===== src/common/quad_ctrl_pkg.sv =====
`default_nettype none

package quad_ctrl_pkg;

    //////////////////////////////////////////////////
    // Map dimensions and PFB credits
    //////////////////////////////////////////////////

    // BRAM depth of 1024, less one bit
    localparam int DIM_WIDTH = 9;
    typedef logic [DIM_WIDTH-1:0] dim_t;

    localparam int PFB_COUNT_WIDTH = 9;
    typedef logic [PFB_COUNT_WIDTH-1:0] pfb_count_t;

    //////////////////////////////////////////////////
    // Sequence memory
    //////////////////////////////////////////////////

    // Reads per output pixel
    localparam int SEQ_LEN = 5;

    localparam int SEQ_ADDR_WIDTH = 12;
    typedef logic [SEQ_ADDR_WIDTH-1:0] seq_addr_t;

    // Sequence BRAM read to first execute strobe
    localparam int SEQ_READ_LATENCY = 3;

    //////////////////////////////////////////////////
    // Job control
    //////////////////////////////////////////////////

    localparam int PRIME_ROWS  = 4;
    localparam int ACCEPT_HOLD = 5;

    localparam int NUM_AWE        = 4;
    localparam int NUM_CE_PER_AWE = 2;
    localparam int CE_EXEC_WIDTH  = NUM_AWE * NUM_CE_PER_AWE;

    typedef enum logic [2:0] {
        IDLE      = 3'd0,
        PRIME     = 3'd1,
        WAIT_LOAD = 3'd2,
        ACTIVE    = 3'd3,
        FIN_ROW   = 3'd4,
        DONE      = 3'd5
    } quad_state_t;

endpackage

`default_nettype wire

===== src/verilog/quad_bram_ctrl.sv =====
`timescale 1ns/1ns
`default_nettype none

module quad_bram_ctrl
    import quad_ctrl_pkg::*;
(
    input  wire                      clk,
    input  wire                      rst,
    input  dim_t                     num_input_rows,
    input  dim_t                     num_input_cols,
    input  wire                      job_start,
    output logic                     job_accept,
    output logic                     job_fetch_request,
    output logic                     job_fetch_in_progress,
    input  wire                      job_fetch_ack,
    input  wire                      job_fetch_complete,
    output logic                     job_complete,
    input  wire                      job_complete_ack,
    input  pfb_count_t               pfb_full_count,
    output logic                     pfb_rden,
    output dim_t                     input_row,
    output dim_t                     input_col,
    output logic                     seq_rden,
    output seq_addr_t                seq_rd_addr,
    output logic [CE_EXEC_WIDTH-1:0] ce_execute
);

    quad_state_t state;
    logic        credits_empty;
    logic        rows_primed;
    logic        input_done;
    logic        row_done;
    logic        last_row;

    //////////////////////////////////////////////////
    // Job control
    //////////////////////////////////////////////////

    quad_job_fsm job_fsm_i (
        .clk                   (clk),
        .rst                   (rst),
        .job_start             (job_start),
        .job_fetch_ack         (job_fetch_ack),
        .job_fetch_complete    (job_fetch_complete),
        .job_complete_ack      (job_complete_ack),
        .credits_empty         (credits_empty),
        .rows_primed           (rows_primed),
        .input_done            (input_done),
        .row_done              (row_done),
        .last_row              (last_row),
        .job_accept            (job_accept),
        .job_fetch_request     (job_fetch_request),
        .job_fetch_in_progress (job_fetch_in_progress),
        .job_complete          (job_complete),
        .state                 (state)
    );

    // PFB drain
    pfb_reader pfb_reader_i (
        .clk                   (clk),
        .rst                   (rst),
        .state                 (state),
        .job_fetch_complete    (job_fetch_complete),
        .job_fetch_in_progress (job_fetch_in_progress),
        .pfb_full_count        (pfb_full_count),
        .num_input_rows        (num_input_rows),
        .num_input_cols        (num_input_cols),
        .pfb_rden              (pfb_rden),
        .credits_empty         (credits_empty),
        .rows_primed           (rows_primed),
        .input_done            (input_done),
        .input_row             (input_row),
        .input_col             (input_col)
    );

    // Sequence reads and execute strobes
    seq_reader seq_reader_i (
        .clk            (clk),
        .rst            (rst),
        .state          (state),
        .num_input_rows (num_input_rows),
        .num_input_cols (num_input_cols),
        .seq_rden       (seq_rden),
        .seq_rd_addr    (seq_rd_addr),
        .ce_execute     (ce_execute),
        .row_done       (row_done),
        .last_row       (last_row)
    );

endmodule

`default_nettype wire


===== src/quad_ctrl/seq_reader.sv =====
`timescale 1ns/1ns
`default_nettype none

module seq_reader
    import quad_ctrl_pkg::*;
(
    input  wire                      clk,
    input  wire                      rst,
    input  quad_state_t              state,
    input  dim_t                     num_input_rows,
    input  dim_t                     num_input_cols,
    output logic                     seq_rden,
    output seq_addr_t                seq_rd_addr,
    output logic [CE_EXEC_WIDTH-1:0] ce_execute,
    output logic                     row_done,
    output logic                     last_row
);

    seq_addr_t                   row_reads;
    seq_addr_t                   reads_left;
    logic [SEQ_READ_LATENCY-2:0] rd_dly;
    seq_addr_t                   exec_addr;
    dim_t                        out_col;
    dim_t                        out_row;
    logic                        pixel_end;
    logic                        row_end;

    // Reads for one output row
    assign row_reads = seq_addr_t'((32'(num_input_cols) + 1) * SEQ_LEN);

    //////////////////////////////////////////////////
    // Sequence read issue
    //////////////////////////////////////////////////

    always_ff @(posedge clk) begin
        if (rst) begin
            seq_rden   <= 1'b0;
            reads_left <= '0;
        end else if (state == ACTIVE) begin
            seq_rden <= reads_left != '0;
            if (reads_left != '0) begin
                reads_left <= reads_left - 1'b1;
            end
        end else begin
            seq_rden   <= 1'b0;
            reads_left <= row_reads;
        end
    end

    always_ff @(posedge clk) begin
        if (rst) begin
            seq_rd_addr <= '0;
        end else if (seq_rden) begin
            seq_rd_addr <= (seq_rd_addr == seq_addr_t'(SEQ_LEN - 1)) ? '0 : seq_rd_addr + 1'b1;
        end
    end

    //////////////////////////////////////////////////
    // BRAM latency and execute taps
    //////////////////////////////////////////////////

    // Two delay stages plus the tap 0 register
    always_ff @(posedge clk) begin
        if (rst) begin
            rd_dly     <= '0;
            ce_execute <= '0;
        end else begin
            rd_dly     <= {rd_dly[SEQ_READ_LATENCY-3:0], seq_rden};
            ce_execute <= {ce_execute[CE_EXEC_WIDTH-2:0], rd_dly[SEQ_READ_LATENCY-2]};
        end
    end

    // Output pixel position, counted from executed cycles
    assign pixel_end = ce_execute[0] && exec_addr == seq_addr_t'(SEQ_LEN - 1);
    assign row_end   = pixel_end && out_col == num_input_cols;
    assign row_done  = row_end && out_row != num_input_rows;
    assign last_row  = row_end && out_row == num_input_rows;

    always_ff @(posedge clk) begin
        if (rst || state == IDLE) begin
            exec_addr <= '0;
            out_col   <= '0;
            out_row   <= '0;
        end else if (ce_execute[0]) begin
            exec_addr <= pixel_end ? '0 : exec_addr + 1'b1;
            if (row_end) begin
                out_col <= '0;
                out_row <= out_row + 1'b1;
            end else if (pixel_end) begin
                out_col <= out_col + 1'b1;
            end
        end
    end

    a_seq_addr_range: assert property (@(posedge clk) disable iff (rst)
        seq_rd_addr < SEQ_LEN);

endmodule

`default_nettype wire


===== src/quad_ctrl/pfb_reader.sv =====
`timescale 1ns/1ns
`default_nettype none

module pfb_reader
    import quad_ctrl_pkg::*;
(
    input  wire         clk,
    input  wire         rst,
    input  quad_state_t state,
    input  wire         job_fetch_complete,
    input  wire         job_fetch_in_progress,
    input  pfb_count_t  pfb_full_count,
    input  dim_t        num_input_rows,
    input  dim_t        num_input_cols,
    output logic        pfb_rden,
    output logic        credits_empty,
    output logic        rows_primed,
    output logic        input_done,
    output dim_t        input_row,
    output dim_t        input_col
);

    pfb_count_t credits;
    pfb_count_t credits_left;
    logic       read_phase;
    logic       rden_next;

    // A read already on pfb_rden has taken its credit
    assign credits_left  = credits - pfb_count_t'(pfb_rden);
    assign read_phase    = (state == PRIME && !rows_primed) || state == FIN_ROW;
    assign rden_next     = read_phase && credits_left != '0;

    assign credits_empty = credits == '0;
    assign rows_primed   = input_row == dim_t'(PRIME_ROWS - 1) && credits == pfb_full_count;
    assign input_done    = input_row > num_input_rows;

    //////////////////////////////////////////////////
    // Credit counter and read strobe
    //////////////////////////////////////////////////

    always_ff @(posedge clk) begin
        if (rst) begin
            credits  <= '0;
            pfb_rden <= 1'b0;
        end else begin
            pfb_rden <= rden_next;
            if (state == IDLE) begin
                credits <= '0;
            end else if (job_fetch_complete && job_fetch_in_progress) begin
                credits <= pfb_full_count;
            end else begin
                credits <= credits_left;
            end
        end
    end

    // Input position follows the reads
    always_ff @(posedge clk) begin
        if (rst || state == IDLE) begin
            input_row <= '0;
            input_col <= '0;
        end else if (pfb_rden) begin
            if (input_col == num_input_cols) begin
                input_col <= '0;
                input_row <= input_row + 1'b1;
            end else begin
                input_col <= input_col + 1'b1;
            end
        end
    end

    a_read_has_credit: assert property (@(posedge clk) disable iff (rst)
        pfb_rden |-> credits != '0);

endmodule

`default_nettype wire


===== src/quad_ctrl/quad_job_fsm.sv =====
`timescale 1ns/1ns
`default_nettype none

module quad_job_fsm
    import quad_ctrl_pkg::*;
(
    input  wire         clk,
    input  wire         rst,
    input  wire         job_start,
    input  wire         job_fetch_ack,
    input  wire         job_fetch_complete,
    input  wire         job_complete_ack,
    input  wire         credits_empty,
    input  wire         rows_primed,
    input  wire         input_done,
    input  wire         row_done,
    input  wire         last_row,
    output logic        job_accept,
    output logic        job_fetch_request,
    output logic        job_fetch_in_progress,
    output logic        job_complete,
    output quad_state_t state
);

    // Phase to resume once the PFB load finishes
    quad_state_t            ret_state;
    logic [ACCEPT_HOLD-1:0] accept_sr;
    logic                   fetch_acked;
    logic                   complete_acked;

    //////////////////////////////////////////////////
    // Job accept window
    //////////////////////////////////////////////////

    assign job_accept = |accept_sr;

    always_ff @(posedge clk) begin
        if (rst) begin
            accept_sr <= '0;
        end else begin
            accept_sr <= {accept_sr[ACCEPT_HOLD-2:0], (state == IDLE) && job_start};
        end
    end

    //////////////////////////////////////////////////
    // Phase sequencing and handshakes
    //////////////////////////////////////////////////

    always_ff @(posedge clk) begin
        if (rst) begin
            state                 <= IDLE;
            ret_state             <= IDLE;
            job_fetch_request     <= 1'b0;
            job_fetch_in_progress <= 1'b0;
            fetch_acked           <= 1'b0;
            job_complete          <= 1'b0;
            complete_acked        <= 1'b0;
        end else begin
            case (state)
                IDLE: begin
                    if (job_start) begin
                        state <= PRIME;
                    end
                end
                PRIME: begin
                    // Read out each loaded row, refetch until four rows sit in the PFB
                    if (rows_primed) begin
                        state <= ACTIVE;
                    end else if (credits_empty) begin
                        ret_state <= PRIME;
                        state     <= WAIT_LOAD;
                    end
                end
                WAIT_LOAD: begin
                    if (job_fetch_request && job_fetch_ack) begin
                        job_fetch_request     <= 1'b0;
                        job_fetch_in_progress <= 1'b1;
                        fetch_acked           <= 1'b1;
                    end else if (!fetch_acked) begin
                        job_fetch_request <= 1'b1;
                    end
                    if (job_fetch_in_progress && job_fetch_complete) begin
                        job_fetch_in_progress <= 1'b0;
                        fetch_acked           <= 1'b0;
                        state                 <= ret_state;
                    end
                end
                ACTIVE: begin
                    if (last_row) begin
                        state <= DONE;
                    end else if (row_done) begin
                        state <= FIN_ROW;
                    end
                end
                FIN_ROW: begin
                    // Drain the buffered row, then pull the next one if the map has more
                    if (credits_empty) begin
                        if (!input_done) begin
                            ret_state <= ACTIVE;
                            state     <= WAIT_LOAD;
                        end else begin
                            state <= ACTIVE;
                        end
                    end
                end
                DONE: begin
                    if (complete_acked) begin
                        complete_acked <= 1'b0;
                        state          <= IDLE;
                    end else if (job_complete && job_complete_ack) begin
                        job_complete   <= 1'b0;
                        complete_acked <= 1'b1;
                    end else begin
                        job_complete <= 1'b1;
                    end
                end
                default: begin
                    state <= IDLE;
                end
            endcase
        end
    end

    a_state_legal: assert property (@(posedge clk) disable iff (rst)
        state inside {IDLE, PRIME, WAIT_LOAD, ACTIVE, FIN_ROW, DONE});

    // A fetch in flight pins the phase to the load wait
    a_fetch_in_load: assert property (@(posedge clk) disable iff (rst)
        job_fetch_in_progress |-> state == WAIT_LOAD);

endmodule

`default_nettype wire


===== config.mk =====
export PLATFORM = sky130hd
export DESIGN_NAME = quad_bram_ctrl
export DESIGN_NICKNAME = d
export VERILOG_FILES = /design/src/common/quad_ctrl_pkg.sv /design/src/verilog/quad_bram_ctrl.sv /design/src/quad_ctrl/seq_reader.sv /design/src/quad_ctrl/pfb_reader.sv /design/src/quad_ctrl/quad_job_fsm.sv
export SDC_FILE = /design/constraint.sdc
export NUM_CORES = 1
export LEC_CHECK = 0
export BUFFER_PORTS_ARGS = -buffer_cell sky130_fd_sc_hd__buf_2
export CORE_ASPECT_RATIO = 0.9
export CORE_MARGIN = 10
export CORE_UTILIZATION = 45
export DETAILED_ROUTE_END_ITERATION = 16
export GPL_TIMING_DRIVEN = 0
export MAX_ROUTING_LAYER = met4
export SLEW_MARGIN = 20
export SYNTH_ARGS = -nofsm -noshare
export SYNTH_HDL_FRONTEND = slang
export SYNTH_SLANG_ARGS = --single-unit

===== constraint.sdc =====
create_clock -name clk -period 5.15 [get_ports clk]
set_input_delay 1.03 -clock clk [delete_from_list [all_inputs] [get_ports clk]]
set_output_delay 1.03 -clock clk [all_outputs]
set_load 0.005 [all_outputs]

# Word level (Yosys, flattened, before mapping)
# Cells that the tools add are included.
# op_classes
n_reduce_logical,32
bitwise_logic,2
magnitude_cmp,1
mul,1
n_eq_ne,24
addsub,9
shifts,0
muxes,30
n_div,0
# op_table
op,count
12-bit two-way mux,4
9-bit by 1-bit adder with 9-bit output (second input constant),4
9-bit equality test,4
3-bit two-way mux,12
9-bit two-way mux,4
32-bit by 3-bit multiplier with 12-bit output (second input constant),1
12-bit by 1-bit adder with 12-bit output (second input constant),2
12-bit by 3-bit equality test with 1-bit output (second input constant),2
3-bit one-hot mux with 6 select lines,1
2-bit != test (second input constant),6
2-bit AND reduction,6
12-bit nonzero test,1
12-bit by 1-bit subtractor with 12-bit output (second input constant),1
1-bit logical AND,11
9-bit by 1-bit adder with 10-bit output (second input constant),1
9-bit by 2-bit equality test with 1-bit output (second input constant),1
9-bit > comparator,1
9-bit logical NOT,1
9-bit != test,1
9-bit nonzero test,1
9-bit by 1-bit subtractor with 9-bit output,1
1-bit two-way mux,8
3-bit by 2-bit equality test with 1-bit output (second input constant),2
3-bit equality test (second input constant),2
14 further kinds,21
# totals
rom_bits,0
in_bits,33
latch_bits,0
n_memories,0
out_inout_bits,44
reg_bits,108
ramBits,0

# Logic depth before layout (Yosys ltp)
# logic_depth
word_depth,7
mapped_depth,13
mapped_depth_nobuf,12

# Modules after synthesis
# Synthesis repeated with hierarchy kept, for this count alone.
# unflattened
hier_cells,726
area_unflattened_um2,6262.3
# modules_own_cells
mod,n_inst,seq_area_each_um2,area_per_inst_um2,cells_each
seq_reader,1,1301.2,3628.5,413
pfb_reader,1,560.5,1908.1,233
quad_job_fsm,1,280.3,725.7,80

# Worst setup path after synthesis
# Ideal clock, no wire load.
# synth_path
path_kind,in2reg
start,input num_input_cols[2]
end,register seq_reader_i.reads_left[11]
cell_stages,12
required_ns,5.020
n_path_buf,1
setup_time_ns,0.130
t_arrival_ns,3.347
path_slack_ns,1.672
cell_sequence,clkbuf_1 > and3_1 > xnor2_1 > inv_1 > ha_1 > fa_1 > a21o_1 > a21oi_1 > o21ai_1 > o21ba_2 > mux2i_1 > o31ai_2
# synth_between
elab_chain_cells,3
# synth_lines
element,line,rtl
"start, declared",quad_bram_ctrl.sv:10,"input dim_t num_input_cols,"
9-bit by 1-bit adder with 10-bit output,seq_reader.sv:29,assign row_reads = seq_addr_t'((32'(num_input_cols) + 1) * SEQ_LEN);
32-bit by 3-bit multiplier with 12-bit output,seq_reader.sv:29,
12-bit two-way mux,seq_reader.sv:39,end else if (state == ACTIVE) begin
"end signal, assigned",seq_reader.sv:42,reads_left <= reads_left - 1'b1;
"end signal, assigned",seq_reader.sv:46,reads_left <= row_reads;
"end, declared",seq_reader.sv:20,seq_addr_t reads_left;
# No other way between the ends.
# A chain may end at the register's enable or synchronous reset.

# Final worst setup path
# layout_path
start,input num_input_cols[0]
end,register seq_reader_i.reads_left[11]
# The elaborated chain is that of the path after synthesis.

==> impl_results.md <==
* Status: completed
* Number of flops mapped to enable cells by yosys at 0
* Cell count of the worst reg-to-reg path at 8
* Critical path arrival at 3780 ps
* Via/cell ratio at 5.25
* Worst rel slew slack at 49.7%
* Clock Power Share at 36.6%
* Period Utilization, post-route at 69.0%
* Number of antenna violations at the first check in global routing at 0
* Crit path capture type: register
* Total routing resource utilization after global routing at 16.3%
* Wire length of the first global-routing pass at 24300 microns
* Inserted Clock Buffers at 9
* Power per cell area at 305 nW/um^2
* RSZ-0062 raised after global routing: false
* Crit path buffers/inverters at 2
* Layout cell share with drive strength beyond 1 at 13.7%
* Number of fill cells at 1239
* Total net switching power at 0.000627 W
* Part of the power in combinational logic at 20.9%
* Final count of hold timing violations at 0
* Synthesis-to-finish area growth at 15.0%
* Post-route core utilization at 53.6%
* Seq cells post-synth at 107
* Cell total after placement at 942
* H-Tree Level Count at 3
* Number of cells on the worst hold path at 1
* Final worst path period need at 3550 ps
* Latest clock arrival within the worst-skew pair at 360 ps
* Number of cells upsized or downsized after cts at 0
* Number of violations reported at the end of detailed-routing iteration 0 at 203
* Largest stage delay, worst path at 470 ps
* Worst-path cell chain: buf_2 -> ha_1 -> and3_1 -> xnor2_1 -> inv_1 -> ha_1 -> fa_1 -> a21o_1 -> a21oi_1 -> o21ai_1 -> o21ba_2 -> mux2i_1 -> o31ai_2
* Worst flop-to-flop path endpoint: seq_reader_i.out_col[6]$_SDFFE_PP0P_
* Clock tree skew after final layout at 10.6 ps
* Max stage delay cell, worst path: sky130_fd_sc_hd__fa_1
* Number of port buffers at 72
* Power Internal at 0.00148 W
* Die Wd at 142 microns
* Via count at 5026
* Transition at the pin with the smallest max-transition slack at 751 ps
* Worst min path class: reg -> reg
* Pin count of the biggest net entering global routing at 20
* Share of flip-flops with an asynchronous set or reset after synthesis at 0%
* Total count of max-transition violations in the final report at 0
* Post-Syn Nets at 775
* Average detailed-routed wire length per instance at 14.7 microns
* DP Wirelength at 11000 microns
* Cell type group with the largest total delay on the critical path: adder cells
* Fraction of power spent switching nets at 29.7%
* Routed wire length at 14100 microns
* I/O pin cnt at 77
* Via count of the first global-routing pass at 5119
* Count of unique library cells instantiated by Yosys at 59
* Max Cap Violations at 0
* Die boundary height at 130 microns
* Clock tree root buffer cell: sky130_fd_sc_hd__clkbuf_16
* Gate count of the mapped netlist at 706
* Aggregate negative setup slack at 0 ps
* Dominant cell type by count on the critical path: sky130_fd_sc_hd__ha_1
* Worst reg-to-reg setup slack at 2790 ps
* LEAKAGE at 2.74 nW
* Min-delay src: seq_reader_i.rd_dly[1]$_SDFF_PP0_
* Critical path fanouts, max at 7
* Pre-CTS setup slack at 1240 ps
* Flop pwr share at 42.5%
* Residual DRC count at 0
* F_max at 281 MHz
* Diodes inserted at 0
* Crit path required time at 5380 ps
* Worst Setup Start Kind: input port
* NumNets Final at 858
* Number of rows created at floorplan at 39
* Routability congestion estimate at 0.854
* # Post-CTS Setup Buffers at 0
* Non-Filler Instances at 958
* Combined area of all synthesized cells at 6010 sq um
* Yosys warns at 0
* Routed Antenna Nets at 0
* Total overflow reported by the global router at 0
* Critical path origin: num_input_cols[0]
* CTS Sinks at 107
* Number of search-and-repair iterations in the first detailed-routing pass at 4
* IR Drop Worst-Case VDD at 0.000298 V
* Initial Utilization at 46.6%
* CP Class: in -> reg
* Sequential element share of the synthesized area at 35.7%
* Hold-fix buffer count after cts at 0
* Die ar. at 18400 sq um
* Final worst setup slack at 1600 ps
* Setup-failing EPs final at 0
* Synthesized area per cell at 8.51 sq um
* Worst Hold Path EP: seq_reader_i.ce_execute[0]$_SDFF_PP0_
* Prevailing post-synth register cell: sky130_fd_sc_hd__dfxtp_1
* Area of the core region at 12900 sq um
* Reg clk slew, reported paths at 80 ps
* Worst flop-to-flop path startpoint: seq_reader_i.ce_execute[0]$_SDFF_PP0_
* Maximum buffer depth of the clock tree at 2
* CTS tree: yes
[area by class of cell]
| class | count | area, sq um | area share (%) |
|---|---|---|---|
| clock buffer | 9 | 225 | 3.26 |
| timing repair buffer | 72 | 360 | 5.22 |
| multi-input combinational | 541 | 3640 | 52.8 |
| sequential | 107 | 2140 | 31.0 |
| clock inverter | 7 | 108 | 1.56 |
| inverter | 27 | 101 | 1.47 |
| buffer | 31 | 121 | 1.76 |
| tap | 164 | 205 | 2.97 |
[cells in the mapped netlist, drive strengths merged, types with 2 or more instances]
cell	n	area (sq um)
nand4	30	188
a311oi	2	17.5
a21o	2	15.0
a211oi	15	113
o21ai	11	55.1
a31oi	5	31.3
clkbuf	27	101
o31ai	2	20.0
inv	26	97.6
a211o	3	26.3
mux2i	8	80.1
and4b	2	20.0
a21oi	19	95.1
ha	35	438
nor2	101	379
and3	19	119
or4	4	37.5
nor4	13	93.8
or3	13	86.3
or2	9	58.8
and2	4	25.0
nor3b	3	27.5
nand2b	7	43.8
nor2b	17	106
nor4b	2	32.5
xnor2	73	639
nand2	49	184
o22ai	2	12.5
xor2	43	377
mux2	2	22.5
nand3b	3	22.5
nor3	16	85.1
nand3	14	70.1
o211ai	2	15.0
dfxtp	107	2140
buf	4	20.0
[registers in the layout, indices dropped and copies added, names as in the netlist, 2 cells and up]
signal,cells
seq_reader_i.exec_addr,12
seq_reader_i.out_row,9
seq_reader_i.seq_rd_addr,12
job_fsm_i.accept_sr,5
job_fsm_i.ret_state,2
seq_reader_i.rd_dly,2
seq_reader_i.out_col,9
pfb_reader_i.input_col,9
pfb_reader_i.credits,9
pfb_reader_i.input_row,9
seq_reader_i.reads_left,12
seq_reader_i.ce_execute,8
job_fsm_i.state,3
[cell families after synthesis]
kind of cell / Yosys count / share of synthesized area [%]
compound gates: 71 / 7.83
mux: 10 / 1.71
fa+ha+maj: 36 / 7.62
xor+xnor: 116 / 16.9
simple gates: 308 / 26.6
buf+inv: 58 / 3.71
flops: 107 / 35.7
[worst max path at each step]
stage	to	cells after the start
after floorplan	seq_reader_i.reads_left[11]$_SDFFE_PP0P_	12
after global placement	seq_reader_i.reads_left[11]$_SDFFE_PP0P_	13
after detailed placement	seq_reader_i.reads_left[11]$_SDFFE_PP0P_	13
after CTS	seq_reader_i.reads_left[11]$_SDFFE_PP0P_	13
after global routing	seq_reader_i.reads_left[11]$_SDFFE_PP0P_	13
final	seq_reader_i.reads_left[11]$_SDFFE_PP0P_	13
[worst reg2reg max path: stages (launching register included)]
cell and delay [ps]:
sky130_fd_sc_hd__dfxtp_1 330, sky130_fd_sc_hd__buf_2 190, sky130_fd_sc_hd__and4b_1 210, sky130_fd_sc_hd__nand3_1 160
sky130_fd_sc_hd__nor4_1 520, sky130_fd_sc_hd__buf_2 340, sky130_fd_sc_hd__or2_1 140, sky130_fd_sc_hd__clkbuf_1 260
sky130_fd_sc_hd__nor2_1 90
[routing by layer]
| layer | wire [microns] | GRT usage, % | vias to the layer above |
|---|---|---|---|
| li1 | - | - | 2595 |
| met1 | 6620 | 19.9 | 2355 |
| met2 | 6780 | 26.7 | 72 |
| met3 | 592 | 4.27 | 4 |
| met4 | 95 | 3.48 | 0 |
| met5 | 0 | - | - |
[per-stage QoR]
step | power, W | area, sq um | hold WS, ps
after floorplan | 0.00124 | 6010 | 414
after global placement | 0.00135 | 6570 | 431
after detailed placement | 0.00136 | 6570 | 438
after CTS | 0.00213 | 6910 | 455
after global routing | 0.00222 | 6910 | 469
final | 0.00211 | 6910 | 449
[power by group through the flow]
stage | sequential, W | combinational [W] | clock, W
2_1_floorplan | 0.000907 | 0.000333 | 0
3_3_place_gp | 0.000913 | 0.000434 | 0
3_5_place_dp | 0.000916 | 0.000442 | 0
4_1_cts | 0.000896 | 0.000444 | 0.000790
5_1_grt | 0.000902 | 0.000501 | 0.000822
6_report | 0.000898 | 0.000441 | 0.000771
[layout by cell type (no fill, tap or decap), drive strengths merged, types with 14 or more instances in the layout]
master / n
clkbuf: 36
a21oi: 19
dfxtp: 107
nand3: 14
xor2: 43
buf: 76
nor2b: 17
xnor2: 73
nand4: 30
inv: 29
nor2: 101
a211oi: 15
nand2: 49
and3: 19
ha: 35
nor3: 16
Note: power is estimated with default switching activity, not from simulation.
